**config.mk**
```make
export PLATFORM = sky130hd
export DESIGN_NAME = addr_decoder_flat
export DESIGN_NICKNAME = d
export VERILOG_FILES = /design/src/hw/fabric_pkg.sv /design/src/hw/mem_bus_if.sv /design/src/hw/addr_decoder.sv /design/src/flat_wrapper.sv
export VERILOG_INCLUDE_DIRS = /design/src /design/src/hw
export SDC_FILE = /design/constraint.sdc
export NUM_CORES = 1
export LEC_CHECK = 0
export ABC_AREA = 1
export CAP_MARGIN = 10
export CELL_PAD_IN_SITES_DETAIL_PLACEMENT = 1
export CELL_PAD_IN_SITES_GLOBAL_PLACEMENT = 1
export CORE_AREA = 2 2 117 119
export CTS_BUF_LIST = sky130_fd_sc_hd__clkbuf_2
export DETAILED_ROUTE_END_ITERATION = 10
export DIE_AREA = 0 0 119 121
export DONT_BUFFER_PORTS = 1
export GPL_TIMING_DRIVEN = 0
export MAX_ROUTING_LAYER = met4
export PLACE_DENSITY_LB_ADDON = 0.1
export SLEW_MARGIN = 10
export SYNTH_ARGS = -nofsm -noshare
export SYNTH_HDL_FRONTEND = slang
export SYNTH_SLANG_ARGS = --single-unit
```
**constraint.sdc**
```tcl
create_clock -name clk -period 1.05 [get_ports clk]
set_input_delay 0.105 -clock clk [delete_from_list [all_inputs] [get_ports clk]]
set_output_delay 0.105 -clock clk [all_outputs]
set_load 0.02 [all_outputs]
```
**src/hw/fabric_consts.svh**
```systemverilog
`ifndef FABRIC_CONSTS_SVH
`define FABRIC_CONSTS_SVH

// bus widths
`define XLEN            32
`define BUS_WIDTH       32

// memory map, regions picked on the top nibble
`define TCM_ADDR        32'h1000_0000
`define TCM_SEL_MASK    32'hf000_0000
`define SRAM_ADDR       32'h2000_0000
`define SRAM_SEL_MASK   32'hf000_0000

// region sizes in words
`define TCM_WORDS       256
`define SRAM_WORDS      512

`define SRAM_WAIT       2

`endif
```
**src/hw/fabric_pkg.sv**
```systemverilog
package fabric_pkg;

    // access size carried on every bus
    typedef enum logic [1:0] {
        ACC_BYTE = 2'd0,
        ACC_HALF = 2'd1,
        ACC_WORD = 2'd2
    } acc_size_e;

    // which initiator owns a shared memory
    typedef enum logic [1:0] {
        ARB_IDLE = 2'd0,
        ARB_IBUS = 2'd1,
        ARB_DBUS = 2'd2
    } arb_state_e;

endpackage

```
**src/hw/mem_bus_if.sv**
```systemverilog
`timescale 1ns/1ps
`include "fabric_consts.svh"

interface mem_bus_if;
    logic [`XLEN-1:0]      addr;
    logic                  w_rb;
    fabric_pkg::acc_size_e acc;
    logic [`BUS_WIDTH-1:0] wdata;
    logic [`BUS_WIDTH-1:0] rdata;
    logic                  req;
    logic                  resp;

    modport initiator (
        output addr, w_rb, acc, wdata, req,
        input  rdata, resp
    );

    modport target (
        input  addr, w_rb, acc, wdata, req,
        output rdata, resp
    );
endinterface

```
**src/hw/addr_decoder.sv**
```systemverilog
`timescale 1ns/1ps
`include "fabric_consts.svh"

module addr_decoder (
    input  logic       clk,
    input  logic       rstn,
    mem_bus_if.target    up,
    mem_bus_if.initiator tcm,
    mem_bus_if.initiator sram,
    output logic       unmapped
);
    logic tcm_hit;
    logic sram_hit;
    logic tcm_sel_q;
    logic sram_sel_q;

    assign tcm_hit  = (up.addr & `TCM_SEL_MASK) == `TCM_ADDR;
    assign sram_hit = (up.addr & `SRAM_SEL_MASK) == `SRAM_ADDR;

    // request fields fan out, only req is steered
    assign tcm.addr  = up.addr;
    assign tcm.w_rb  = up.w_rb;
    assign tcm.acc   = up.acc;
    assign tcm.wdata = up.wdata;
    assign tcm.req   = up.req & tcm_hit;

    assign sram.addr  = up.addr;
    assign sram.w_rb  = up.w_rb;
    assign sram.acc   = up.acc;
    assign sram.wdata = up.wdata;
    assign sram.req   = up.req & sram_hit;

    assign unmapped = up.req & ~tcm_hit & ~sram_hit;

    // remember the target until its response comes back
    always_ff @(posedge clk) begin
        if (!rstn) begin
            tcm_sel_q  <= 1'b0;
            sram_sel_q <= 1'b0;
        end else if (up.req) begin
            tcm_sel_q  <= tcm_hit;
            sram_sel_q <= sram_hit;
        end
    end

    always_comb begin
        up.resp  = 1'b0;
        up.rdata = '0;
        if (tcm_sel_q) begin
            up.resp  = tcm.resp;
            up.rdata = tcm.rdata;
        end else if (sram_sel_q) begin
            up.resp  = sram.resp;
            up.rdata = sram.rdata;
        end
    end
endmodule

```
**src/flat_wrapper.sv**
```systemverilog
// flat-port wrapper written by rule: the top's interface ports become plain ports
module addr_decoder_flat 
  (clk, rstn, unmapped, up_addr, up_w_rb, up_acc, up_wdata, up_req, up_rdata, up_resp, tcm_addr, tcm_w_rb, tcm_acc, tcm_wdata, tcm_req, tcm_rdata, tcm_resp, sram_addr, sram_w_rb, sram_acc, sram_wdata, sram_req, sram_rdata, sram_resp);
  mem_bus_if up_i ();
  mem_bus_if tcm_i ();
  mem_bus_if sram_i ();
  input  logic clk;
  input  logic rstn;
  output logic unmapped;
  input wire logic [$bits(up_i.addr)-1:0] up_addr;
  input wire logic [$bits(up_i.w_rb)-1:0] up_w_rb;
  input wire logic [$bits(up_i.acc)-1:0] up_acc;
  input wire logic [$bits(up_i.wdata)-1:0] up_wdata;
  input wire logic [$bits(up_i.req)-1:0] up_req;
  output wire logic [$bits(up_i.rdata)-1:0] up_rdata;
  output wire logic [$bits(up_i.resp)-1:0] up_resp;
  output wire logic [$bits(tcm_i.addr)-1:0] tcm_addr;
  output wire logic [$bits(tcm_i.w_rb)-1:0] tcm_w_rb;
  output wire logic [$bits(tcm_i.acc)-1:0] tcm_acc;
  output wire logic [$bits(tcm_i.wdata)-1:0] tcm_wdata;
  output wire logic [$bits(tcm_i.req)-1:0] tcm_req;
  input wire logic [$bits(tcm_i.rdata)-1:0] tcm_rdata;
  input wire logic [$bits(tcm_i.resp)-1:0] tcm_resp;
  output wire logic [$bits(sram_i.addr)-1:0] sram_addr;
  output wire logic [$bits(sram_i.w_rb)-1:0] sram_w_rb;
  output wire logic [$bits(sram_i.acc)-1:0] sram_acc;
  output wire logic [$bits(sram_i.wdata)-1:0] sram_wdata;
  output wire logic [$bits(sram_i.req)-1:0] sram_req;
  input wire logic [$bits(sram_i.rdata)-1:0] sram_rdata;
  input wire logic [$bits(sram_i.resp)-1:0] sram_resp;
  assign up_i.addr = up_addr;
  assign up_i.w_rb = up_w_rb;
  assign up_i.acc = up_acc;
  assign up_i.wdata = up_wdata;
  assign up_i.req = up_req;
  assign up_rdata = up_i.rdata;
  assign up_resp = up_i.resp;
  assign tcm_addr = tcm_i.addr;
  assign tcm_w_rb = tcm_i.w_rb;
  assign tcm_acc = tcm_i.acc;
  assign tcm_wdata = tcm_i.wdata;
  assign tcm_req = tcm_i.req;
  assign tcm_i.rdata = tcm_rdata;
  assign tcm_i.resp = tcm_resp;
  assign sram_addr = sram_i.addr;
  assign sram_w_rb = sram_i.w_rb;
  assign sram_acc = sram_i.acc;
  assign sram_wdata = sram_i.wdata;
  assign sram_req = sram_i.req;
  assign sram_i.rdata = sram_rdata;
  assign sram_i.resp = sram_resp;
  addr_decoder u_core (.clk(clk), .rstn(rstn), .up(up_i), .tcm(tcm_i), .sram(sram_i), .unmapped(unmapped));
endmodule
```
* Word-level counts from Yosys, hierarchy flattened
Cells that the tools add are included.
** Storage, ports and cells
- Register bits after elaboration :: 2
- Input port bits :: 136
- Output and inout port bits :: 170
- Logic and storage cells :: 14
** Cells by class
- Eq/ne operators :: 2
- Multiplexer cells :: 4
- Bitwise operators :: 6
** Operators with widths (count)
- 2-to-1 mux 32 bit :: 2
- AND 1 bit :: 4
- == test 4 x 1 -> 1 bit, second input constant :: 1
- == test 4 x 2 -> 1 bit, second input constant :: 1
- 2-to-1 mux 1 bit :: 2
- inverter 1 bit :: 2

* Depth between registers and ports, before layout
Gate-level depths: netlist of the first run.
- Depth in word-level cells :: 4
- Mapped depth :: 5
- Gate-level depth less buffers :: 5

* Least setup slack after synthesis of the first run
OpenSTA, ideal clock, no wires.
- Kind :: register to output
- Start :: register u_core.tcm_sel_q
- End :: output port up_rdata[0]
- Arrival time :: 0.814 ns
- Slack :: 0.131 ns
- Stages on the path, launching flop included :: 6
- Path buffers :: 2
- Path through :: dfxtp_1 -> buf_6 -> inv_8 -> buf_12 -> nand3_2 -> nand2_1
** Between the ends
- Cells in the longest elaborated chain, start to end :: 1
** Ends and longest elaborated chain
- from (decl) :: line addr_decoder.sv:14 : logic tcm_sel_q;
- from (signal assigned) :: line addr_decoder.sv:41 : tcm_sel_q <= tcm_hit;
- 2-to-1 mux 32 bit :: line addr_decoder.sv:49 : if (tcm_sel_q) begin
- to (decl) :: line flat_wrapper.sv:15 : output wire logic [$bits(up_i.rdata)-1:0] up_rdata;
No other way between the ends.

* Final worst setup path of the first run
- Start :: register u_core.sram_sel_q
- End :: output port up_rdata[25]
** Between the ends
- Cells in the longest elaborated chain, start to end :: 2
** Ends and longest elaborated chain
- from (decl) :: line addr_decoder.sv:15 : logic sram_sel_q;
- from (signal assigned) :: line addr_decoder.sv:42 : sram_sel_q <= sram_hit;
- 2-to-1 mux 32 bit :: line addr_decoder.sv:52 : end else if (sram_sel_q) begin
- 2-to-1 mux 32 bit :: line addr_decoder.sv:49
No other way between the ends.

==> results of run 1 <==
-- power breakdown --
| group | switching [µW] | leakage [µW] | internal, µW |
|---|---|---|---|
| Combinational | 631 | 0.00111 | 431 |
| Sequential | 3.57 | 0.0000171 | 77.2 |
| Clock | 44.7 | 0.0000125 | 75.8 |
-- worst paths after layout --
check / startpoint / to / slack [ns] / cells past startpoint
min reg2reg: u_core.sram_sel_q / u_core.sram_sel_q / 0.68 / 3
max reg2reg: u_core.tcm_sel_q / u_core.tcm_sel_q / 0.19 / 3
min: rstn / u_core.tcm_sel_q / 0.02 / 2
max: u_core.sram_sel_q / up_rdata[25] / -0.12 / 4
-- layer usage --
metal,vias to the layer above,GRT usage,wire length (µm),share of wire
li1,698,-,-,-
met1,709,0.0682,1830,0.30
met2,152,0.152,3700,0.60
met3,0,0.0211,660,0.11
met4,0,0.00670,0,0
met5,-,-,0,0
-- metrics by stage --
| step | worst slack [ns] | cell area (µm²) |
|---|---|---|
| floorplan | 0.131 | 1710 |
| global placement | -0.0263 | 1930 |
| detailed placement | -0.0330 | 1930 |
| CTS | -0.173 | 2170 |
| global route | -0.187 | 2350 |
| finish | -0.125 | 2350 |
-- cell families (layout without fill, tap and decap cells) --
kind of cell | count (synthesis) | in the layout | synth area share
simple gates | 108 | 108 | 0.294
buf+inv | 150 | 158 | 0.674
compound gates | 3 | 3 | 0.00880
flops | 2 | 2 | 0.0235
-- cells in the mapped netlist --
library cell / count / area, µm²
a21oi_1: 2 / 10.0
nand2_1: 69 / 259
nand3_1: 25 / 125
buf_6: 2 / 22.5
inv_1: 4 / 15.0
o21ai_0: 1 / 5.00
nor2_1: 3 / 11.3
nand3_2: 10 / 100
nor2b_1: 1 / 6.26
buf_4: 140 / 1050
dfxtp_1: 2 / 40.0
inv_8: 1 / 11.3
buf_12: 1 / 20.0
buf_8: 2 / 30.0
-- cell type report --
| type | count | area (µm²) | share of cell area |
|---|---|---|---|
| buffer | 144 | 1150 | 0.491 |
| clock buffer | 3 | 15.0 | 0.00638 |
| inverter | 5 | 31.3 | 0.0133 |
| multi-input combinational | 111 | 802 | 0.341 |
| sequential | 2 | 43.8 | 0.0186 |
| tap | 176 | 220 | 0.0936 |
| timing repair buffer | 6 | 85.1 | 0.0362 |
-- registers in the layout (all words and copies together), names as in the netlist --
name,cells
u_core.tcm_sel_q,1
u_core.sram_sel_q,1
-- what timing repair did --
| item | 4_1_cts | 5_1_grt |
|---|---|---|
| buffers inserted | 3 | 0 |
| pin swaps | 1 | 11 |
| endpoints found under the hold margin | 1 | 0 |
| gates resized for setup | 52 | 37 |
| setup endpoints to repair | 33 | 33 |
| hold buffers | 1 | 0 |
| gates cloned | 1 | 1 |
==> metrics.md, run 1 <==
| Metric | Value |
|---|---|
| Run status | finished with violations |
| Violated checks | negative setup slack |
| Clock Latency Late Sink | 0.19 ns |
| CTS tree | built |
| DR DRC count | 0 |
| Power Density | 537 mW/mm² |
| Worst-path maximum fanout | 10 |
| Total GRT Usage | 0.0734 |
| Final Hold Slack | around 0.016 ns |
| CP Capture Type | output pin |
| Worst path cell trace | buf_6 > buf_8 > nand3_1 > nand2_2 |
| Max Slew Vio Count | 0 |
| Core Util, Final | 0.180 |
| Min Tclk post-route | 1.17 ns |
| DR iter-0 viols | 13 |
| Die width | 119 µm |
| Post-layout nets | between 400 and 500 |
| Hpwl dp | between 5000 and 6000 µm |
| Least-Margin Pin Slew | 0.448 ns |
| Commonest non-fill, non-tap cell in the layout | buf_4 |
| Number of fillers in the final layout | 1,566 |
| Tcrit/Tclk final | 1.12 |
| Initial Utilization | 0.130 |
| Placed Cells | around 440 |
| Core Footprint | 0.0131 mm² |
| Synthesis-stage register bit count | 2 |
| Clock Path Buffers | 2 |
| Worst hold path class | input pin to register |
| Die height | around 120 µm |
| Buf/Inv on CP | 2 |
| RSZ-0062 raised after global routing | true |
| Clk root buf | clkbuf_2 |
| Clock skew | 0 ns |
| TNS Setup | -2.93 ns |
| Initial antenna violation count | 0 |
| Max Cap Violations | 0 |
| Die Area | 0.0144 mm² |
| Max Clk Rate | 851 MHz |
| Slew headroom | 0.701 |
| Synthesis-to-layout area growth | 37.8% |
| Clk pin slew, worst setup/hold paths | 0.03 ns |
| Routed wire length | approximately 6200 µm |
| CP max stage delay | just over 0.3 ns |
| Distinct cell type count after synthesis | 14 |
| Post-DR vias/cell | 3.49 |
| Grt ovf | 0 |
| Vias | 1,559 |
| # IOs | 306 |
| Num CTS Buffers | 3 |
| Rows | 42 |
| Hold Vio Cnt, Final | 0 |
| Syn Area/Cell | 6.49 µm² |
| Avg WL per Cell | about 14 µm |
| Largest net degree at the start of global routing | 11 |
| Final ANT Viol Nets | 0 |
| Port-buffer cells | 0 |
| Finished Layout Cells | 447 |
| Most frequent cells in the layout | 137 x buf_4, 34 x nand2_1, 22 x nand3_2 |
| Sequential-to-total area share from yosys stat | 0.0235 |
| Vias in the first global route | about 1,600 |
| Arr. time, crit path | approximately 1.1 ns |
| Slack of the critical path | -0.125 ns |
| Peak supply drop | 233 µV |
| First-pass GRT wire length | 8310 µm |
| Syn nets | around 400 |
| Clock sinks | 2 |
| Critical-path cell with the highest stage delay | dfxtp_1 |
| Synth Cell Area | 0.00171 mm² |
| Layout cells sized above 1 | 0.790 |
| Detailed Routing Iterations Pass 1 | 3 |
| Power Total | 1260 µW |
| Crit path kind | register to output pin |
| Synth Warn # | 0 |
| H-tree depth | 1 |
| Gpl congestion | 0.633 |
| Setup violations, final | 33 |
| Critical Path RT | 0.94 ns |
| CP Launch Type | register |
| Pleak | 0.00114 µW |
| Antenna diode count | 0 |
| CP delay by family, top | flip-flops |
| Mapped Cells | approximately 260 |
No activity file was read; power rests on OpenSTA's default activity.
==> run 2, diff against run 1 <==
--- a/config.mk
+++ b/config.mk
@@ -11,7 +11,7 @@
 export CELL_PAD_IN_SITES_DETAIL_PLACEMENT = 1
 export CELL_PAD_IN_SITES_GLOBAL_PLACEMENT = 1
 export CORE_AREA = 2 2 117 119
-export CTS_BUF_LIST = sky130_fd_sc_hd__clkbuf_2
+export CTS_BUF_LIST = sky130_fd_sc_hd__clkbuf_8
 export DETAILED_ROUTE_END_ITERATION = 10
 export DIE_AREA = 0 0 119 121
 export DONT_BUFFER_PORTS = 1
==> metrics.md, run 2 (synthesized netlist as in run 1, its figures left out) <==
| Metric | Value |
|---|---|
| Clk pin slew, worst setup/hold paths | 0.03 ns (about the same) |
| CTS tree | built |
| Total GRT Usage | 0.0736 (+0.000205) |
| Detailed Routing Iterations Pass 1 | 2 (-1) |
| RSZ-0062 raised after global routing | true |
| R2R Setup Slk | 0.14 ns (-0.05 ns) |
| Clock sinks | 2 (unchanged) |
| CP delay by family, top | flip-flops |
| First-pass GRT wire length | 8330 µm (+0.25%) |
| Avg WL per Cell | 14.0 µm (+0.92%) |
| Largest net degree at the start of global routing | 11 (unchanged) |
| Violated checks | negative setup slack |
| DR iter-0 viols | 11 (-2) |
| Core Footprint | 0.0131 mm² (unchanged) |
| Area of the multi-input gates | 880 µm² (+9.7%) |
| Run status | finished with violations |
| Biggest regs | u_core.sram_sel_q (1), u_core.tcm_sel_q (1) |
| Grt ovf | 0 (unchanged) |
| Routed wire length | 6280 µm (+1.6%) |
| Rows | 42 (unchanged) |
| Max Slew Vio Count | 0 (unchanged) |
| Final Hold Slack | 0.0379 ns (+0.0221 ns) |
| Slack of the critical path | -0.119 ns (+0.00609 ns) |
| Clock Latency Late Sink | 0.21 ns (+0.02 ns) |
| Most frequent cells in the layout | 138 x buf_4, 34 x nand2_1, 24 x nand2_4 |
| # IOs | 306 (unchanged) |
| Max Clk Rate | 856 MHz (+0.52%) |
| Vias in the first global route | 1,583 (+0.19%) |
| CP Launch Type | register |
| Setup violations, final | 33 (unchanged) |
| Crit path kind | register to output pin |
| Initial Utilization | 0.130 (unchanged) |
| Post-layout nets | 412 (+0.73%) |
| Buf/Inv on CP | 2 (unchanged) |
| Power Density | 590 mW/mm² (+9.8%) |
| Die Area | 0.0144 mm² (unchanged) |
| Cell area after placement | 0.00193 mm² (unchanged) |
| Pleak | 0.00119 µW (+3.8%) |
| Tcrit/Tclk final | 1.11 (-0.00580) |
| Clock skew | 0 ns (unchanged) |
| Vias | 1,588 (+1.9%) |
| Register area | 45.0 µm² (+2.9%) |
| Initial antenna violation count | 0 (unchanged) |
| Least-Margin Pin Slew | 0.448 ns (-0.0000634 ns) |
| Peak supply drop | 434 µV (+86%) |
| Worst slack at placement | -0.0330 ns (unchanged) |
| Worst path cell trace | inv_12 > buf_8 > nand3_1 > nand2_2 |
| Hold Vio Cnt, Final | 0 (unchanged) |
| Die width | 119 µm (unchanged) |
| CP max stage delay | 0.39 ns (+0.08 ns) |
| Post-DR vias/cell | 3.53 (+1.2%) |
| Die height | 121 µm (unchanged) |
| Number of fillers in the final layout | 1,559 (-0.45%) |
| Layout cells sized above 1 | 0.807 (+0.0169) |
| Synthesis-to-layout area growth | 47.5% |
| Critical-path cell with the highest stage delay | dfxtp_4 |
| Slew headroom | 0.701 (about the same) |
| Min Tclk post-route | 1.17 ns (-0.00609 ns) |
| Hpwl dp | 5380 µm (unchanged) |
| Worst-path maximum fanout | 7 (-3) |
| CP Capture Type | output pin |
| Gpl congestion | 0.633 (unchanged) |
| Arr. time, crit path | 1.06 ns (about the same) |
| DR DRC count | 0 (unchanged) |
| Commonest non-fill, non-tap cell in the layout | buf_4 |
| Clk root buf | clkbuf_8 |
| Final Cell Area | 0.00252 mm² (+7.0%) |
| Worst hold path class | input pin to register |
| Port-buffer cells | 0 (unchanged) |
| Critical Path RT | 0.94 ns (about the same) |
| Max Cap Violations | 0 (unchanged) |
| H-tree depth | 1 (unchanged) |
| Antenna diode count | 0 (unchanged) |
| Final ANT Viol Nets | 0 (unchanged) |
| Num CTS Buffers | 3 (unchanged) |
| Clock Path Buffers | 2 (unchanged) |
run 2: cell types whose count changed in the layout (fill, tap and decap cells not counted), sizes merged:
| cell | change |
|---|---|
| dlygate4sd3 | +1 |
| buf | +1 |
| clkbuf | +1 |
run 2: cell type report:
class,instances,share of cell area
Buffer,144,0.466
Inverter,5,0.0124
Sequential cell,2,0.0179
Tap cell,176,0.0875
Multi-Input combinational cell,111,0.349
Timing Repair Buffer,9,0.0507
Clock buffer,3,0.0164
run 2: repair_timing:
action,CTS,global route
endpoints found under the setup margin,33,33
resized for setup,52,55
hold buffers,2,0
buffers inserted,3,1
endpoints found under the hold margin,2,0
pin swaps,1,17
gates cloned,1,2
run 2: worst register-to-register path: cells and delay by family, from the launching register on:
kind / cells / cell delay, ns
AO/OA/AOI/OAI: 2 / 0.20
buffers and inverters: 2 / 0.29
flip-flops: 1 / 0.31
run 2: metrics by stage:
stage | TNS, ns | power (µW) | util | instances
floorplan | 0 | 1010 | - | 263
global placement | -0.0355 | 1090 | 0.147 | 439
detailed placement | -0.0427 | 1080 | 0.147 | 439
CTS | -4.88 | 1440 | 0.168 | 448
global route | -4.95 | 1570 | 0.192 | 450
finish | -3.09 | 1480 | 0.192 | 450
run 2: power by group:
part	switching, µW	internal [µW]
clock	56.4	242
combinational	644	460
sequential	3.89	77.6
run 2: worst paths after layout:
kind                           from  depth (start not counted)                 to
setup / recovery   u_core.tcm_sel_q                          4       up_rdata[28]
hold / removal                 rstn                          2  u_core.sram_sel_q
setup reg to reg  u_core.sram_sel_q                          4  u_core.sram_sel_q
hold reg to reg    u_core.tcm_sel_q                          3   u_core.tcm_sel_q
run 2: layer usage:
layer / share of wire / wire [µm] / up-vias / track usage
met1: 0.30 / 1900 / 726 / 0.0688
met5: 0 / 0 / - / -
met2: 0.59 / 3720 / 153 / 0.153
met4: 0 / 0 / 0 / 0.00670
met3: 0.11 / 664 / 0 / 0.0207
li1: - / - / 709 / -
