--- config.mk ---
export PLATFORM = sky130hd
export DESIGN_NAME = bus_arbiter_flat
export DESIGN_NICKNAME = d
export VERILOG_FILES = /design/src/hw/fabric_pkg.sv /design/src/hw/mem_bus_if.sv /design/src/hw/bus_arbiter.sv /design/src/flat_wrapper.sv
export VERILOG_INCLUDE_DIRS = /design/src /design/src/hw
export SDC_FILE = /design/constraint.sdc
export NUM_CORES = 1
export LEC_CHECK = 0
export ABC_AREA = 1
export ABC_CLOCK_PERIOD_IN_PS = 2000
export BUFFER_PORTS_ARGS = -buffer_cell sky130_fd_sc_hd__buf_4
export CAP_MARGIN = 15
export CORE_MARGIN = 2
export CORE_UTILIZATION = 25
export CTS_BUF_LIST = sky130_fd_sc_hd__clkbuf_4 sky130_fd_sc_hd__clkbuf_8
export DETAILED_ROUTE_END_ITERATION = 12
export GPL_TIMING_DRIVEN = 0
export PLACE_DENSITY = 0.51
export SLEW_MARGIN = 20
export SYNTH_ARGS = -nofsm -noshare
export SYNTH_HDL_FRONTEND = slang
export SYNTH_SLANG_ARGS = --single-unit
export TNS_END_PERCENT = 20
--- constraint.sdc ---
create_clock -name clk -period 2 [get_ports clk]
set_input_delay 0.2 -clock clk [delete_from_list [all_inputs] [get_ports clk]]
set_output_delay 0.2 -clock clk [all_outputs]
set_load 0.02 [all_outputs]
--- src/hw/fabric_consts.svh ---
`ifndef FABRIC_CONSTS_SVH
`define FABRIC_CONSTS_SVH

// bus widths
`define XLEN            32
`define BUS_WIDTH       32

// memory map, regions picked on the top nibble
`define TCM_ADDR        32'h1000_0000
`define TCM_SEL_MASK    32'hf000_0000
`define SRAM_ADDR       32'h2000_0000
`define SRAM_SEL_MASK   32'hf000_0000

// region sizes in words
`define TCM_WORDS       256
`define SRAM_WORDS      512

`define SRAM_WAIT       2

`endif
--- src/hw/fabric_pkg.sv ---
package fabric_pkg;

    // access size carried on every bus
    typedef enum logic [1:0] {
        ACC_BYTE = 2'd0,
        ACC_HALF = 2'd1,
        ACC_WORD = 2'd2
    } acc_size_e;

    // which initiator owns a shared memory
    typedef enum logic [1:0] {
        ARB_IDLE = 2'd0,
        ARB_IBUS = 2'd1,
        ARB_DBUS = 2'd2
    } arb_state_e;

endpackage

--- src/hw/mem_bus_if.sv ---
`timescale 1ns/1ps
`include "fabric_consts.svh"

interface mem_bus_if;
    logic [`XLEN-1:0]      addr;
    logic                  w_rb;
    fabric_pkg::acc_size_e acc;
    logic [`BUS_WIDTH-1:0] wdata;
    logic [`BUS_WIDTH-1:0] rdata;
    logic                  req;
    logic                  resp;

    modport initiator (
        output addr, w_rb, acc, wdata, req,
        input  rdata, resp
    );

    modport target (
        input  addr, w_rb, acc, wdata, req,
        output rdata, resp
    );
endinterface

--- src/hw/bus_arbiter.sv ---
`timescale 1ns/1ps
`include "fabric_consts.svh"

module bus_arbiter (
    input  logic       clk,
    input  logic       rstn,
    mem_bus_if.target    ibus,
    mem_bus_if.target    dbus,
    mem_bus_if.initiator mem
);
    logic [`XLEN-1:0]      ibus_addr_q;
    logic                  ibus_w_rb_q;
    fabric_pkg::acc_size_e ibus_acc_q;
    logic [`BUS_WIDTH-1:0] ibus_wdata_q;
    logic [`XLEN-1:0]      dbus_addr_q;
    logic                  dbus_w_rb_q;
    fabric_pkg::acc_size_e dbus_acc_q;
    logic [`BUS_WIDTH-1:0] dbus_wdata_q;

    logic ibus_busy_q;
    logic dbus_busy_q;
    logic ibus_pend;
    logic dbus_pend;

    fabric_pkg::arb_state_e state_q;
    fabric_pkg::arb_state_e state_d;

    // hold request fields for a deferred grant
    always_ff @(posedge clk) begin
        if (ibus.req) begin
            ibus_addr_q  <= ibus.addr;
            ibus_w_rb_q  <= ibus.w_rb;
            ibus_acc_q   <= ibus.acc;
            ibus_wdata_q <= ibus.wdata;
        end
        if (dbus.req) begin
            dbus_addr_q  <= dbus.addr;
            dbus_w_rb_q  <= dbus.w_rb;
            dbus_acc_q   <= dbus.acc;
            dbus_wdata_q <= dbus.wdata;
        end
    end

    // access ongoing until that bus sees its resp
    always_ff @(posedge clk) begin
        if (!rstn) begin
            ibus_busy_q <= 1'b0;
            dbus_busy_q <= 1'b0;
            state_q     <= fabric_pkg::ARB_IDLE;
        end else begin
            if (ibus.req | ibus.resp)
                ibus_busy_q <= ibus.req;
            if (dbus.req | dbus.resp)
                dbus_busy_q <= dbus.req;
            state_q <= state_d;
        end
    end

    assign ibus_pend = ibus.req | ibus_busy_q;
    assign dbus_pend = dbus.req | dbus_busy_q;

    always_comb begin
        state_d = state_q;
        mem.req = 1'b0;
        case (state_q)
            fabric_pkg::ARB_IBUS: begin
                if (mem.resp) begin
                    mem.req = dbus_pend | ibus.req;
                    if (dbus_pend)
                        state_d = fabric_pkg::ARB_DBUS;
                    else if (!ibus.req)
                        state_d = fabric_pkg::ARB_IDLE;
                end
            end
            fabric_pkg::ARB_DBUS: begin
                if (mem.resp) begin
                    mem.req = ibus_pend | dbus.req;
                    if (ibus_pend)
                        state_d = fabric_pkg::ARB_IBUS;
                    else if (!dbus.req)
                        state_d = fabric_pkg::ARB_IDLE;
                end
            end
            default: begin
                // data bus wins a tie
                mem.req = ibus.req | dbus.req;
                if (dbus.req)
                    state_d = fabric_pkg::ARB_DBUS;
                else if (ibus.req)
                    state_d = fabric_pkg::ARB_IBUS;
            end
        endcase
    end

    // live fields in a req cycle, captured ones otherwise
    always_comb begin
        if (state_d == fabric_pkg::ARB_IBUS) begin
            mem.addr  = ibus.req ? ibus.addr  : ibus_addr_q;
            mem.w_rb  = ibus.req ? ibus.w_rb  : ibus_w_rb_q;
            mem.wdata = ibus.req ? ibus.wdata : ibus_wdata_q;
            if (ibus.req)
                mem.acc = ibus.acc;
            else
                mem.acc = ibus_acc_q;
        end else begin
            mem.addr  = dbus.req ? dbus.addr  : dbus_addr_q;
            mem.w_rb  = dbus.req ? dbus.w_rb  : dbus_w_rb_q;
            mem.wdata = dbus.req ? dbus.wdata : dbus_wdata_q;
            if (dbus.req)
                mem.acc = dbus.acc;
            else
                mem.acc = dbus_acc_q;
        end
    end

    assign ibus.resp  = (state_q == fabric_pkg::ARB_IBUS) & mem.resp;
    assign dbus.resp  = (state_q == fabric_pkg::ARB_DBUS) & mem.resp;
    assign ibus.rdata = (state_q == fabric_pkg::ARB_IBUS) ? mem.rdata : '0;
    assign dbus.rdata = (state_q == fabric_pkg::ARB_DBUS) ? mem.rdata : '0;
endmodule

--- src/flat_wrapper.sv ---
// flat-port wrapper written by rule: the top's interface ports become plain ports
module bus_arbiter_flat 
  (clk, rstn, ibus_addr, ibus_w_rb, ibus_acc, ibus_wdata, ibus_req, ibus_rdata, ibus_resp, dbus_addr, dbus_w_rb, dbus_acc, dbus_wdata, dbus_req, dbus_rdata, dbus_resp, mem_addr, mem_w_rb, mem_acc, mem_wdata, mem_req, mem_rdata, mem_resp);
  mem_bus_if ibus_i ();
  mem_bus_if dbus_i ();
  mem_bus_if mem_i ();
  input  logic clk;
  input  logic rstn;
  input wire logic [$bits(ibus_i.addr)-1:0] ibus_addr;
  input wire logic [$bits(ibus_i.w_rb)-1:0] ibus_w_rb;
  input wire logic [$bits(ibus_i.acc)-1:0] ibus_acc;
  input wire logic [$bits(ibus_i.wdata)-1:0] ibus_wdata;
  input wire logic [$bits(ibus_i.req)-1:0] ibus_req;
  output wire logic [$bits(ibus_i.rdata)-1:0] ibus_rdata;
  output wire logic [$bits(ibus_i.resp)-1:0] ibus_resp;
  input wire logic [$bits(dbus_i.addr)-1:0] dbus_addr;
  input wire logic [$bits(dbus_i.w_rb)-1:0] dbus_w_rb;
  input wire logic [$bits(dbus_i.acc)-1:0] dbus_acc;
  input wire logic [$bits(dbus_i.wdata)-1:0] dbus_wdata;
  input wire logic [$bits(dbus_i.req)-1:0] dbus_req;
  output wire logic [$bits(dbus_i.rdata)-1:0] dbus_rdata;
  output wire logic [$bits(dbus_i.resp)-1:0] dbus_resp;
  output wire logic [$bits(mem_i.addr)-1:0] mem_addr;
  output wire logic [$bits(mem_i.w_rb)-1:0] mem_w_rb;
  output wire logic [$bits(mem_i.acc)-1:0] mem_acc;
  output wire logic [$bits(mem_i.wdata)-1:0] mem_wdata;
  output wire logic [$bits(mem_i.req)-1:0] mem_req;
  input wire logic [$bits(mem_i.rdata)-1:0] mem_rdata;
  input wire logic [$bits(mem_i.resp)-1:0] mem_resp;
  assign ibus_i.addr = ibus_addr;
  assign ibus_i.w_rb = ibus_w_rb;
  assign ibus_i.acc = ibus_acc;
  assign ibus_i.wdata = ibus_wdata;
  assign ibus_i.req = ibus_req;
  assign ibus_rdata = ibus_i.rdata;
  assign ibus_resp = ibus_i.resp;
  assign dbus_i.addr = dbus_addr;
  assign dbus_i.w_rb = dbus_w_rb;
  assign dbus_i.acc = dbus_acc;
  assign dbus_i.wdata = dbus_wdata;
  assign dbus_i.req = dbus_req;
  assign dbus_rdata = dbus_i.rdata;
  assign dbus_resp = dbus_i.resp;
  assign mem_addr = mem_i.addr;
  assign mem_w_rb = mem_i.w_rb;
  assign mem_acc = mem_i.acc;
  assign mem_wdata = mem_i.wdata;
  assign mem_req = mem_i.req;
  assign mem_i.rdata = mem_rdata;
  assign mem_i.resp = mem_resp;
  bus_arbiter u_core (.clk(clk), .rstn(rstn), .ibus(ibus_i), .dbus(dbus_i), .mem(mem_i));
endmodule
After elaboration in Yosys (flattened, before gate mapping)
Cells that the tools add are included.
Storage, ports and cells
  bits in registers: 138
  input port bits: 171
  output and inout bits: 134
  logic and storage cells: 49
Cells by class
  eq/ne operators: 3
  muxes and demuxes: 26
  bitwise gates (word level): 9
Operators with widths (count)
  $mux 32: 8
  $mux 2: 11
  $or 1x1->1: 7
  $mux 1: 5
  $eq 2x1->1 const B: 2
  $pmux 2 s2: 1
  $and 1x1->1: 2
  $eq 2x2->1 const B: 1
  $pmux 1 s2: 1

Logic depth before layout (Yosys ltp)
Gate-level depths: netlist of the first run.
  depth after elaboration: 6
  depth in mapped cells: 14
  gate-level depth less buffers: 11

Worst setup path before layout of the first run
No wires, ideal clock.
  kind: register to output
  from: register u_core.state_q[0]
  to: output port mem_wdata[10]
  arrival: 1.676 ns
  data required time: 1.800 ns
  path slack: 0.124 ns
  stages on the path, launching flop included: 11
  path buffers: 2
  cell sequence: dfxtp_1 > inv_1 > ha_1 > inv_1 > nor2_1 > o21ai_0 > nand2_4 > buf_6 > buf_2 > nand3_1 > nand2_1
Between the ends
  cells in the longest elaborated chain, start to end: 6
  elaborated cells between the ends (all ways): 13
  classes of those cells: 3 x eq/ne; 10 x mux
RTL lines
  start: declaration: line bus_arbiter.sv:25  | fabric_pkg::arb_state_e state_q;
  start signal: assignment: line bus_arbiter.sv:49  | state_q <= fabric_pkg::ARB_IDLE;
  start signal: assignment: line bus_arbiter.sv:55  | state_q <= state_d;
  $mux 2 (on tied branches): line bus_arbiter.sv:80, bus_arbiter.sv:71
  $mux 2 (on tied branches): line bus_arbiter.sv:78, bus_arbiter.sv:69
  $mux 2 (on tied branches): line bus_arbiter.sv:76, bus_arbiter.sv:67
  $pmux 2 s2 *: line bus_arbiter.sv:65  | case (state_q)
  $eq 2x1->1 *: line bus_arbiter.sv:97  | if (state_d == fabric_pkg::ARB_IBUS) begin
  $mux 32 *: line bus_arbiter.sv:97
  end: declaration: line flat_wrapper.sv:26  | output wire logic [$bits(mem_i.wdata)-1:0] mem_wdata;
Every way passes the cells marked *; elsewhere a longest branch is shown, timed or not.

Worst setup path after layout of the first run
  from: register u_core.state_q[0]
  to: output port mem_wdata[4]
Same word-level chain as after synthesis.

==> run_summary.xml, run 1 <==
<?xml version="1.0" encoding="UTF-8"?>
<metrics>
  <group name="clock_network">
    <metric name="cts.clk_slew.worst_paths" unit="ps">80</metric>
    <metric name="tritoncts.num_buffers" unit="">17</metric>
    <metric name="insertion_delay" unit="ps">450</metric>
    <metric name="cts_root_buffer" unit="">clkbuf_8</metric>
    <metric name="cts_max_path_buffers" unit="">2</metric>
    <metric name="tritoncts_num_sinks" unit="">138</metric>
    <metric name="htree_levels" unit="">4</metric>
    <metric name="tritoncts_clock_tree" unit="">yes</metric>
  </group>
  <group name="power">
    <metric name="power_per_cell_area" unit="nW/um^2">835</metric>
    <metric name="vdd_drop_max" unit="mV">0.380</metric>
    <metric name="clkPwrFrac" unit="%">25.8</metric>
    <metric name="p_seq_share" unit="%">32.0</metric>
    <metric name="p_switching" unit="mW">3.52</metric>
    <metric name="combPwrFrac" unit="%">42.1</metric>
    <metric name="p_leak" unit="nW">6.43</metric>
    <metric name="p_sw_share" unit="%">36.6</metric>
    <metric name="p_total" unit="mW">9.62</metric>
    <metric name="internal_portion_of_total_power" unit="mW">6.10</metric>
  </group>
  <group name="timing">
    <metric name="fin_crit" unit="ps">2400</metric>
    <metric name="timing_max_transition_violations_final" unit="">0</metric>
    <metric name="timing.fmax" unit="MHz">416</metric>
    <metric name="setup_viol_count_final" unit="">67</metric>
    <metric name="setup_ws" unit="ps">-402</metric>
    <metric name="slew_headroom" unit="%">62.3</metric>
    <metric name="timing.hold.ws" unit="ps">126</metric>
    <metric name="finClkSkew" unit="ps">7.99</metric>
    <metric name="grt_setup_unrepaired" unit="">true</metric>
    <metric name="finalCritPeriodShare" unit="%">120</metric>
    <metric name="tightestPinTransition" unit="ps">566</metric>
    <metric name="report.final.hold_viol_count" unit="">0</metric>
  </group>
  <group name="worst_setup_path">
    <metric name="worst_endpoint_data_arrival_time" unit="ps">2200</metric>
    <metric name="cp.required" unit="ps">1800</metric>
    <metric name="critical_path.top_delay_family" unit="">buffers and inverters</metric>
    <metric name="slowest_stage" unit="">dfxtp_4</metric>
    <metric name="cp_cell_sequence" unit="">inv_4, ha_4, inv_6, nor2_4, o21ai_2, nand2_4, nand2_8, buf_12, buf_16, nand2_1, nand2_2, buf_6</metric>
    <metric name="timing.critical_path.to_type" unit="">output port</metric>
    <metric name="worst_setup_path_startpoint" unit="">u_core.state_q[0]$_SDFF_PN0_</metric>
    <metric name="cp_buf_inv_count" unit="">5</metric>
    <metric name="worst-path-max-fanout" unit="">7</metric>
    <metric name="worstSetupPathType" unit="">reg -&gt; out</metric>
    <metric name="critPathLaunchType" unit="">register</metric>
    <metric name="timing.rr.start" unit="">u_core.state_q[0]$_SDFF_PN0_</metric>
    <metric name="timing.critical_path.slowest_cell_delay" unit="ps">390</metric>
  </group>
  <group name="die">
    <metric name="core_area" unit="um^2">24200</metric>
    <metric name="chipHeight" unit="um">161</metric>
    <metric name="die-width" unit="um">161</metric>
    <metric name="io-pin-count" unit="">305</metric>
    <metric name="starting_density_of_the_core" unit="%">25.4</metric>
    <metric name="floorplan_die_area" unit="um^2">25900</metric>
    <metric name="num_rows" unit="">57</metric>
  </group>
  <group name="logic_synthesis">
    <metric name="yosys-top-cells-count" unit="">nand2_1 (621), dfxtp_1 (138), inv_1 (72), nand3_1 (68), buf_2 (20)</metric>
    <metric name="postSynthRegisterBits" unit="">138</metric>
    <metric name="synth_area_leaders" unit="">dfxtp_1 (45%), nand2_1 (38%), nand3_1 (5.5%), inv_1 (4.4%), buf_2 (1.6%)</metric>
    <metric name="dominantRegCellSynth" unit="">dfxtp_1</metric>
    <metric name="yosys_warnings" unit="">0</metric>
    <metric name="portion_of_synthesized_cell_area_occupied_by_the_leading_cell_type" unit="%">44.9</metric>
    <metric name="synth-seq-area-share" unit="%">44.9</metric>
    <metric name="syn-instance-count" unit="">980</metric>
    <metric name="synth.cell_area" unit="um^2">6160</metric>
    <metric name="yosysTopAreaCell" unit="">dfxtp_1</metric>
    <metric name="avgSynthCellArea" unit="um^2">6.28</metric>
    <metric name="synth_enable_flop_cells" unit="">0</metric>
    <metric name="async_flop_share" unit="%">0</metric>
    <metric name="post_synth_cell_types" unit="">18</metric>
    <metric name="leading_cell_type_by_number_of_instances_after_synthesis" unit="">nand2_1</metric>
    <metric name="synth_fp_nets" unit="">1153</metric>
  </group>
  <group name="layout">
    <metric name="stdcell_count" unit="">1790</metric>
    <metric name="final_cell_area" unit="um^2">11500</metric>
    <metric name="antenna-diode-count" unit="">0</metric>
    <metric name="area_grow_syn2layout" unit="%">87.1</metric>
    <metric name="nFillCells" unit="">2477</metric>
    <metric name="drive_gt1_share" unit="%">31.3</metric>
    <metric name="design.final.nets" unit="">1626</metric>
  </group>
  <group name="run">
    <metric name="max_cap_viol_count" unit="">0</metric>
  </group>
  <group name="min_path">
    <metric name="min-delay-path-class" unit="">in -&gt; reg</metric>
    <metric name="holdCritStartpoint" unit="">dbus_req</metric>
  </group>
  <group name="place">
    <metric name="numPlacedInstances" unit="">1605</metric>
    <metric name="gp_routability_congestion" unit="">0.796</metric>
    <metric name="port-buffer-count" unit="">301</metric>
    <metric name="placement.cell_area" unit="um^2">8820</metric>
    <metric name="dp.final_hpwl" unit="um">17300</metric>
  </group>
  <group name="drt">
    <metric name="postRouteAntennaNets" unit="">0</metric>
    <metric name="totalWireLength" unit="um">24800</metric>
    <metric name="drt-initial-drc-count" unit="">300</metric>
    <metric name="detail_route.wl_per_cell" unit="um">13.9</metric>
    <metric name="detail_route.vias_per_cell" unit="">4.18</metric>
    <metric name="total_via_count_in_the_routed_design" unit="">7491</metric>
    <metric name="post_route_drc" unit="">0</metric>
    <metric name="drt_pre_antenna_iters" unit="">5</metric>
  </group>
  <group name="global_route">
    <metric name="first_global_vias" unit="">7464</metric>
    <metric name="grt_first_pass_wirelength" unit="um">38200</metric>
    <metric name="gr-usage-all-layers" unit="%">18.7</metric>
    <metric name="grt_max_degree" unit="">17</metric>
    <metric name="gr-total-overflow" unit="">0</metric>
    <metric name="number_of_antenna_violations_at_the_first_check_in_global_routing" unit="">0</metric>
  </group>
  <group name="status">
    <metric name="run_status" unit="">complete, but fails checks</metric>
    <metric name="violations" unit="">setup timing</metric>
  </group>
</metrics>
==> per-stage QoR <==
step | utilization [%] | worst slack, ps | setup TNS (ps)
floorplan | - | 124 | 0
global placement | 36.4 | -294 | -11460
detailed placement | 36.4 | -304 | -12920
CTS | 45.2 | -493 | -29830
global route | 47.5 | -518 | -31360
finish | 47.5 | -402 | -23090
==> flip-flops by register name (all words and copies together), names as in the netlist <==
name                 count
u_core.dbus_addr_q      32
u_core.ibus_busy_q       1
u_core.dbus_w_rb_q       1
u_core.ibus_wdata_q     32
u_core.ibus_acc_q        2
u_core.ibus_w_rb_q       1
u_core.dbus_wdata_q     32
u_core.ibus_addr_q      32
u_core.dbus_busy_q       1
u_core.state_q           2
u_core.dbus_acc_q        2
==> logic make-up (layout without fill, tap and decap cells) <==
logic type,count (synthesis),count (layout),synth area share (%)
AOI/OAI and AO/OA,9,9,0.793
and+or+nand+nor,697,697,44.2
DFF,138,138,44.9
buffers and inverters,134,620,9.69
adders and majority gates,2,2,0.406
==> final timing paths <==
kind                                          to  slack (ps)  cells after the start
setup reg to reg    u_core.state_q[1]$_SDFF_PN0_         490                      9
hold reg to reg   u_core.dbus_addr_q[30]$_DFF_P_         450                      2
setup / recovery                    mem_wdata[4]        -400                     12
hold / removal      u_core.state_q[0]$_SDFF_PN0_         130                      4
==> power groups by stage <==
stage | clock (mW) | sequential, mW | combinational (mW)
2_1_floorplan | 0 | 3.12 | 1.65
3_5_place_dp | 0 | 3.14 | 2.98
5_1_grt | 2.67 | 3.11 | 4.37
6_report | 2.49 | 3.08 | 4.05
4_1_cts | 2.58 | 3.08 | 3.57
3_3_place_gp | 0 | 3.13 | 2.98
==> worst reg2reg max path: stages (launching register included) <==
cell and delay, ps:
dfxtp_4 390, inv_4 40, ha_4 280, inv_6 40, nor2_4 100, o21ai_2 80
nand2_4 130, buf_4 160, buf_8 150, nor2_1 40
==> repair_timing <==
| item | 4_1_cts | 5_1_grt |
|---|---|---|
| gates cloned | 2 | 4 |
| setup buffers | 14 | 2 |
| endpoints found under the setup margin | 128 | 126 |
| hold buffers | 135 | 0 |
| pin swaps | 10 | 44 |
| hold endpoints to repair | 138 | 0 |
| gates resized for setup | 67 | 123 |
==> per-layer routing <==
layer | vias to the layer above | part of all wire (%) | global-route usage [%] | wire [um]
met5 | - | 0 | 0 | 0
met4 | 0 | 1.7 | 5.72 | 434
met3 | 28 | 6.9 | 4.96 | 1700
met2 | 250 | 50 | 32.9 | 12300
met1 | 3334 | 42 | 22.2 | 10300
li1 | 3879 | - | - | -
==> area by class of cell <==
cell class / count / area [um^2] / area share (%)
Timing Repair Buffer: 458 / 4050 / 35.2
Multi-Input combinational cell: 708 / 3110 / 27.0
Sequential cell: 138 / 2770 / 24.1
Buffer: 56 / 463 / 4.02
Tap cell: 324 / 405 / 3.52
Inverter: 74 / 293 / 2.54
Clock buffer: 18 / 248 / 2.15
Clock inverter: 14 / 178 / 1.54
==> cells in the final DEF (no fill, tap or decap), types with 2 or more instances in the layout <==
| cell type | n |
|---|---|
| clkbuf_16 | 4 |
| buf_8 | 6 |
| inv_1 | 69 |
| nand2_2 | 29 |
| buf_16 | 2 |
| nand3_4 | 5 |
| a21oi_1 | 4 |
| nand3_2 | 16 |
| buf_12 | 8 |
| dlygate4sd3_1 | 135 |
| inv_8 | 3 |
| bufinv_16 | 2 |
| nand2_1 | 588 |
| buf_6 | 45 |
| clkinvlp_4 | 2 |
| clkbuf_1 | 16 |
| buf_2 | 7 |
| buf_4 | 281 |
| buf_1 | 8 |
| o21ai_2 | 2 |
| inv_6 | 7 |
| dfxtp_4 | 2 |
| nor2_1 | 2 |
| clkbuf_4 | 2 |
| nand2_4 | 8 |
| dfxtp_1 | 136 |
| clkbuf_8 | 18 |
| nand3_1 | 47 |
| ha_4 | 2 |
| inv_4 | 4 |
No activity file was read; power rests on OpenSTA's default activity.
==> run 2: changes to the inputs <==
Settings changed: CORE_ASPECT_RATIO set to 1.2.
==> run 2 against run 1 <==
Net effect:
- the flow still finishes with violations (setup timing)
- combinational power fell by 1%
- die area barely moved
- routed wire length fell by 1.1%
- critical path depth did not move
- cell count rose by 0.22%
- first-iteration DRC count fell by 36%
- clock skew fell by 7.6 ps
- sequential cell count did not move
- worst hold slack improved by 52 ps
- maximum frequency barely moved
- clock power rose by 14%
==> run_summary.xml, run 2 (synthesized netlist as in run 1, its figures left out) <==
<?xml version="1.0" encoding="UTF-8"?>
<metrics>
  <group name="die">
    <metric name="die-width" unit="um">147</metric>
    <metric name="floorplan_die_area" unit="um^2">25900</metric>
    <metric name="num_rows" unit="">62</metric>
    <metric name="core_area" unit="um^2">24000</metric>
    <metric name="io-pin-count" unit="">305</metric>
    <metric name="starting_density_of_the_core" unit="%">25.6</metric>
    <metric name="chipHeight" unit="um">176</metric>
  </group>
  <group name="clock_network">
    <metric name="htree_levels" unit="">4</metric>
    <metric name="insertion_delay" unit="ps">430</metric>
    <metric name="cts_root_buffer" unit="">clkbuf_8</metric>
    <metric name="tritoncts.num_buffers" unit="">17</metric>
    <metric name="cts_max_path_buffers" unit="">2</metric>
    <metric name="tritoncts_clock_tree" unit="">yes</metric>
    <metric name="tritoncts_num_sinks" unit="">138</metric>
    <metric name="cts.clk_slew.worst_paths" unit="ps">80</metric>
  </group>
  <group name="timing">
    <metric name="finClkSkew" unit="ps">0.381</metric>
    <metric name="timing.fmax" unit="MHz">417</metric>
    <metric name="timing.hold.ws" unit="ps">178</metric>
    <metric name="slew_headroom" unit="%">63.1</metric>
    <metric name="fin_crit" unit="ps">2400</metric>
    <metric name="finalCritPeriodShare" unit="%">120</metric>
    <metric name="report.final.hold_viol_count" unit="">0</metric>
    <metric name="grt_setup_unrepaired" unit="">true</metric>
    <metric name="tightestPinTransition" unit="ps">554</metric>
    <metric name="setup_viol_count_final" unit="">67</metric>
    <metric name="setup_ws" unit="ps">-400</metric>
    <metric name="timing_max_transition_violations_final" unit="">0</metric>
  </group>
  <group name="worst_setup_path">
    <metric name="worstSetupPathType" unit="">reg -&gt; out</metric>
    <metric name="cp.required" unit="ps">1800</metric>
    <metric name="critical_path_depth" unit="">12</metric>
    <metric name="worst_endpoint_data_arrival_time" unit="ps">2200</metric>
    <metric name="reg2reg_depth" unit="">8</metric>
    <metric name="slowest_stage" unit="">dfxtp_4</metric>
    <metric name="critical_path.top_delay_family" unit="">buffers and inverters</metric>
    <metric name="cp_buf_inv_count" unit="">5</metric>
    <metric name="timing.critical_path.slowest_cell_delay" unit="ps">390</metric>
    <metric name="cp_cell_sequence" unit="">inv_4, ha_4, inv_2, nor2_4, o21ai_2, nand2_8, nand2_8, buf_12, clkbuf_16, nand2_2, nand2_2, buf_6</metric>
    <metric name="worst-path-max-fanout" unit="">8</metric>
    <metric name="timing.critical_path.to_type" unit="">output port</metric>
    <metric name="critPathLaunchType" unit="">register</metric>
  </group>
  <group name="power">
    <metric name="p_leak" unit="nW">6.55</metric>
    <metric name="p_total" unit="mW">9.91</metric>
    <metric name="power_per_cell_area" unit="nW/um^2">855</metric>
    <metric name="vdd_drop_max" unit="mV">0.417</metric>
  </group>
  <group name="layout">
    <metric name="final_cell_area" unit="um^2">11600</metric>
    <metric name="area_grow_syn2layout" unit="%">88.3</metric>
    <metric name="design.final.nets" unit="">1634</metric>
    <metric name="final_core_util" unit="%">48.2</metric>
    <metric name="nFillCells" unit="">2471</metric>
    <metric name="layout.cells.most_common_list" unit="">nand2_1 (580), buf_4 (280), dfxtp_1 (136)</metric>
    <metric name="most_common_cell_after_layout_fill_and_taps_aside" unit="">nand2_1</metric>
    <metric name="drive_gt1_share" unit="%">31.1</metric>
  </group>
  <group name="drt">
    <metric name="detail_route.vias_per_cell" unit="">4.12</metric>
    <metric name="drt_pre_antenna_iters" unit="">4</metric>
    <metric name="postRouteAntennaNets" unit="">0</metric>
    <metric name="detail_route.wl_per_cell" unit="um">13.7</metric>
    <metric name="totalWireLength" unit="um">24500</metric>
    <metric name="post_route_drc" unit="">0</metric>
    <metric name="total_via_count_in_the_routed_design" unit="">7387</metric>
    <metric name="drt-initial-drc-count" unit="">193</metric>
  </group>
  <group name="global_route">
    <metric name="grt_max_degree" unit="">17</metric>
    <metric name="first_global_vias" unit="">7400</metric>
    <metric name="grt_first_pass_wirelength" unit="um">38000</metric>
    <metric name="number_of_antenna_violations_at_the_first_check_in_global_routing" unit="">1</metric>
    <metric name="gr-usage-all-layers" unit="%">18.5</metric>
    <metric name="gr-total-overflow" unit="">0</metric>
  </group>
  <group name="status">
    <metric name="violations" unit="">setup timing</metric>
    <metric name="run_status" unit="">complete, but fails checks</metric>
  </group>
  <group name="run">
    <metric name="max_cap_viol_count" unit="">0</metric>
  </group>
  <group name="place">
    <metric name="placement.cell_area" unit="um^2">8820</metric>
    <metric name="port-buffer-count" unit="">301</metric>
    <metric name="worst_case_setup_slack_after_placement" unit="ps">-290</metric>
    <metric name="dp.final_hpwl" unit="um">17100</metric>
    <metric name="gp_routability_congestion" unit="">0.756</metric>
  </group>
  <group name="min_path">
    <metric name="worstHoldPathCells" unit="">4</metric>
    <metric name="min-delay-path-class" unit="">in -&gt; reg</metric>
  </group>
</metrics>
run 2: cell types whose count changed in the layout (fill, tap and decap cells not counted), moves of 7 or more:
cell / previous run / this run
nand3_2: 16 / 4
nand3_1: 47 / 63
buf_6: 45 / 52
nand2_2: 29 / 37
nand2_1: 588 / 580
run 2: cell type report:
type / count / area, um^2 / area share, %
antenna: 1 / 2.50 / 0.0216
clock buffer: 18 / 241 / 2.08
tap: 320 / 400 / 3.45
timing repair buffer: 465 / 4170 / 36.0
sequential: 138 / 2770 / 23.9
buffer: 57 / 440 / 3.80
inverter: 74 / 288 / 2.48
clock inverter: 13 / 240 / 2.07
multi-input combinational: 708 / 3040 / 26.2
run 2: timing repair:
item | CTS | global route
hold buffers | 135 | 0
setup endpoints to repair | 128 | 116
buffers inserted | 11 | 9
resized for setup | 110 | 66
pin swaps | 8 | 14
hold endpoints to repair | 138 | 0
gates cloned | 4 | 5
run 2: tightest hold or removal path, cell delays in order:
cell	delay (ps)
buf_2	180
nand2_1	70
inv_1	60
a21oi_1	60
run 2: worst paths after layout:
check,to,slack [ps],startpoint
worst max register to register,u_core.state_q[1]$_SDFF_PN0_,540,u_core.state_q[0]$_SDFF_PN0_
worst min-delay path,u_core.dbus_busy_q$_SDFFE_PN0P_,180,mem_resp
worst max-delay path,mem_wdata[26],-400,u_core.state_q[0]$_SDFF_PN0_
worst min register to register,u_core.ibus_addr_q[26]$_DFF_P_,450,u_core.ibus_addr_q[26]$_DFF_P_
run 2: through the flow:
stage / setup TNS, ps / std cells
after floorplan: 0 / 980
after global placement: -14180 / 1601
after detailed placement: -15470 / 1601
after CTS: -29290 / 1781
after global routing: -31560 / 1794
final: -23140 / 1794
run 2: power breakdown:
part	internal [mW]	switching [mW]	total, mW
clock network	1.64	1.19	2.83
registers	3.01	0.0760	3.08
logic	1.91	2.09	4.00
total	6.56	3.35	9.91
run 2: per-layer routing:
layer | part of all wire (%) | vias to the layer above | track usage (%)
met4 | 2.4 | 0 | 6.41
li1 | - | 3902 | -
met5 | 0 | - | 0
met1 | 43 | 3253 | 22.7
met3 | 4.3 | 40 | 4.08
met2 | 50 | 192 | 32.1
==> run 3: changes to the inputs <==
Settings changed: ABC_CLOCK_PERIOD_IN_PS 2000 to 2400.
Clock period 2 ns to 2.4 ns, I/O delays scaled along.
==> run 3 against run 2 <==
Net effect:
- routed wire length decreased by 2.6%
- utilization decreased by 2.1 points
- final area decreased by 4.4%
- sequential cell count unchanged
- largest cell class unchanged
- clock skew increased by 3.2 ps
- cell count decreased by 1.8%
- combinational power decreased by 24%
- clock power decreased by 17%
- the run still ends with setup timing left
==> run_summary.xml, run 3 (synthesized netlist as in run 1, its figures left out) <==
<?xml version="1.0" encoding="UTF-8"?>
<metrics>
  <group name="timing">
    <metric name="tightestPinTransition" unit="ps">548</metric>
    <metric name="fin_crit" unit="ps">2460</metric>
    <metric name="timing.fmax" unit="MHz">407</metric>
    <metric name="finClkSkew" unit="ps">3.62</metric>
    <metric name="report.final.hold_viol_count" unit="">0</metric>
    <metric name="setup_viol_count_final" unit="">40</metric>
    <metric name="slew_headroom" unit="%">63.5</metric>
    <metric name="timing.hold.ws" unit="ps">31.7</metric>
    <metric name="setup_ws" unit="ps">-57.2</metric>
    <metric name="finalCritPeriodShare" unit="%">102</metric>
    <metric name="timing_max_transition_violations_final" unit="">0</metric>
    <metric name="grt_setup_unrepaired" unit="">true</metric>
  </group>
  <group name="drt">
    <metric name="totalWireLength" unit="um">23900</metric>
    <metric name="total_via_count_in_the_routed_design" unit="">7212</metric>
    <metric name="detail_route.vias_per_cell" unit="">4.10</metric>
    <metric name="detail_route.wl_per_cell" unit="um">13.6</metric>
    <metric name="drt_pre_antenna_iters" unit="">4</metric>
    <metric name="drt-initial-drc-count" unit="">210</metric>
    <metric name="post_route_drc" unit="">0</metric>
    <metric name="postRouteAntennaNets" unit="">0</metric>
  </group>
  <group name="die">
    <metric name="floorplan_die_area" unit="um^2">25900</metric>
    <metric name="io-pin-count" unit="">305</metric>
    <metric name="starting_density_of_the_core" unit="%">25.6</metric>
    <metric name="core_area" unit="um^2">24000</metric>
    <metric name="chipHeight" unit="um">176</metric>
    <metric name="die-width" unit="um">147</metric>
    <metric name="num_rows" unit="">62</metric>
  </group>
  <group name="clock_network">
    <metric name="insertion_delay" unit="ps">440</metric>
    <metric name="htree_levels" unit="">4</metric>
    <metric name="tritoncts.num_buffers" unit="">17</metric>
    <metric name="cts_max_path_buffers" unit="">2</metric>
    <metric name="cts.clk_slew.worst_paths" unit="ps">80</metric>
    <metric name="cts_root_buffer" unit="">clkbuf_8</metric>
    <metric name="tritoncts_clock_tree" unit="">yes</metric>
    <metric name="tritoncts_num_sinks" unit="">138</metric>
  </group>
  <group name="worst_setup_path">
    <metric name="worst_endpoint_data_arrival_time" unit="ps">2220</metric>
    <metric name="critPathLaunchType" unit="">register</metric>
    <metric name="cp.required" unit="ps">2160</metric>
    <metric name="worst-path-max-fanout" unit="">8</metric>
    <metric name="timing.critical_path.to_type" unit="">output port</metric>
    <metric name="reg2reg_depth" unit="">8</metric>
    <metric name="worstSetupPathType" unit="">reg -&gt; out</metric>
  </group>
  <group name="power">
    <metric name="vdd_drop_max" unit="mV">0.337</metric>
    <metric name="p_leak" unit="nW">6.31</metric>
    <metric name="power_per_cell_area" unit="nW/um^2">720</metric>
  </group>
  <group name="min_path">
    <metric name="min-delay-path-class" unit="">in -&gt; reg</metric>
    <metric name="worstHoldPathCells" unit="">3</metric>
  </group>
  <group name="layout">
    <metric name="drive_gt1_share" unit="%">30.6</metric>
    <metric name="area_grow_syn2layout" unit="%">80.1</metric>
    <metric name="layout.cells.most_common_list" unit="">nand2_1 (577), buf_4 (285), dfxtp_1 (136)</metric>
    <metric name="stdcell_count" unit="">1761</metric>
    <metric name="most_common_cell_after_layout_fill_and_taps_aside" unit="">nand2_1</metric>
    <metric name="design.final.nets" unit="">1601</metric>
    <metric name="final_cell_area" unit="um^2">11100</metric>
  </group>
  <group name="place">
    <metric name="placement.cell_area" unit="um^2">8820</metric>
    <metric name="dp.final_hpwl" unit="um">17100</metric>
    <metric name="gp_routability_congestion" unit="">0.756</metric>
    <metric name="numPlacedInstances" unit="">1601</metric>
    <metric name="worst_case_setup_slack_after_placement" unit="ps">70.1</metric>
    <metric name="port-buffer-count" unit="">301</metric>
  </group>
  <group name="global_route">
    <metric name="grt_max_degree" unit="">17</metric>
    <metric name="gr-total-overflow" unit="">0</metric>
    <metric name="gr-usage-all-layers" unit="%">18.2</metric>
    <metric name="number_of_antenna_violations_at_the_first_check_in_global_routing" unit="">1</metric>
    <metric name="grt_first_pass_wirelength" unit="um">37300</metric>
    <metric name="first_global_vias" unit="">7213</metric>
  </group>
  <group name="status">
    <metric name="run_status" unit="">complete, but fails checks</metric>
    <metric name="violations" unit="">setup timing</metric>
  </group>
  <group name="run">
    <metric name="max_cap_viol_count" unit="">0</metric>
  </group>
</metrics>
==> run 3: cell types whose count changed in the layout (fill, tap and decap cells not counted), sizes merged <==
cell         before  now
dlygate4sd3     135  114
buf             360  351
bufbuf            3    1
clkbuf           42   41
==> run 3: repair_timing <==
action                                  CTS  global route
pin swaps                                 7            11
hold endpoints to repair                114             0
hold buffers                            114             0
setup buffers                            11             2
endpoints found under the setup margin   67            67
resized for setup                        78            63
cloned                                    1             3
==> run 3: worst paths after layout <==
path	start	to	slack, ps
setup / recovery	u_core.state_q[0]$_SDFF_PN0_	mem_wdata[29]	-60
hold / removal	dbus_wdata[2]	u_core.dbus_wdata_q[2]$_DFF_P_	30
setup reg to reg	u_core.state_q[0]$_SDFF_PN0_	u_core.state_q[1]$_SDFF_PN0_	910
hold reg to reg	u_core.ibus_addr_q[26]$_DFF_P_	u_core.ibus_addr_q[26]$_DFF_P_	450
==> run 3: metal layers <==
| layer | track usage [%] | vias to the layer above | wire [um] |
|---|---|---|---|
| li1 | - | 3827 | - |
| met1 | 22.4 | 3173 | 10400 |
| met2 | 31.7 | 182 | 11900 |
| met3 | 3.95 | 30 | 1120 |
| met4 | 5.57 | 0 | 446 |
| met5 | 0 | - | 0 |
==> run 3: report_power, final <==
part | internal [mW] | total (mW) | leakage [nW] | switching, mW
registers | 2.51 | 2.57 | 1.16 | 0.0624
clock network | 1.37 | 2.36 | 0.243 | 0.988
logic | 1.38 | 3.06 | 4.90 | 1.68
==> run 3: critical path: stages (launching register included) <==
cell and delay [ps]:
dfxtp_4 380, inv_2 50, ha_4 280, inv_6 40
nor2_4 110, o21ai_2 80, nand2_4 160, nand2_4 100
buf_12 170, clkbuf_16 160, nand2_4 60, nand2_4 50
buf_6 120
==> run 3: area by class of cell <==
cell class                 instances  area [um^2]
fill                            2528        13000
multi-input combinational        708         3010
sequential                       138         2770
buffer                            57          378
antenna                            1         2.50
clock inverter                    13          240
timing repair buffer             432         3750
tap                              320          400
clock buffer                      18          241
inverter                          74          290
==> run 3: stage by stage <==
| stage | util, % | total power, mW | TNS [ps] |
|---|---|---|---|
| floorplan | - | 3.97 | 0 |
| global placement | 36.7 | 5.08 | 0 |
| detailed placement | 36.7 | 5.09 | 0 |
| CTS | 45.0 | 7.91 | -4890 |
| global route | 46.1 | 8.40 | -7390 |
| finish | 46.1 | 7.98 | -1260 |
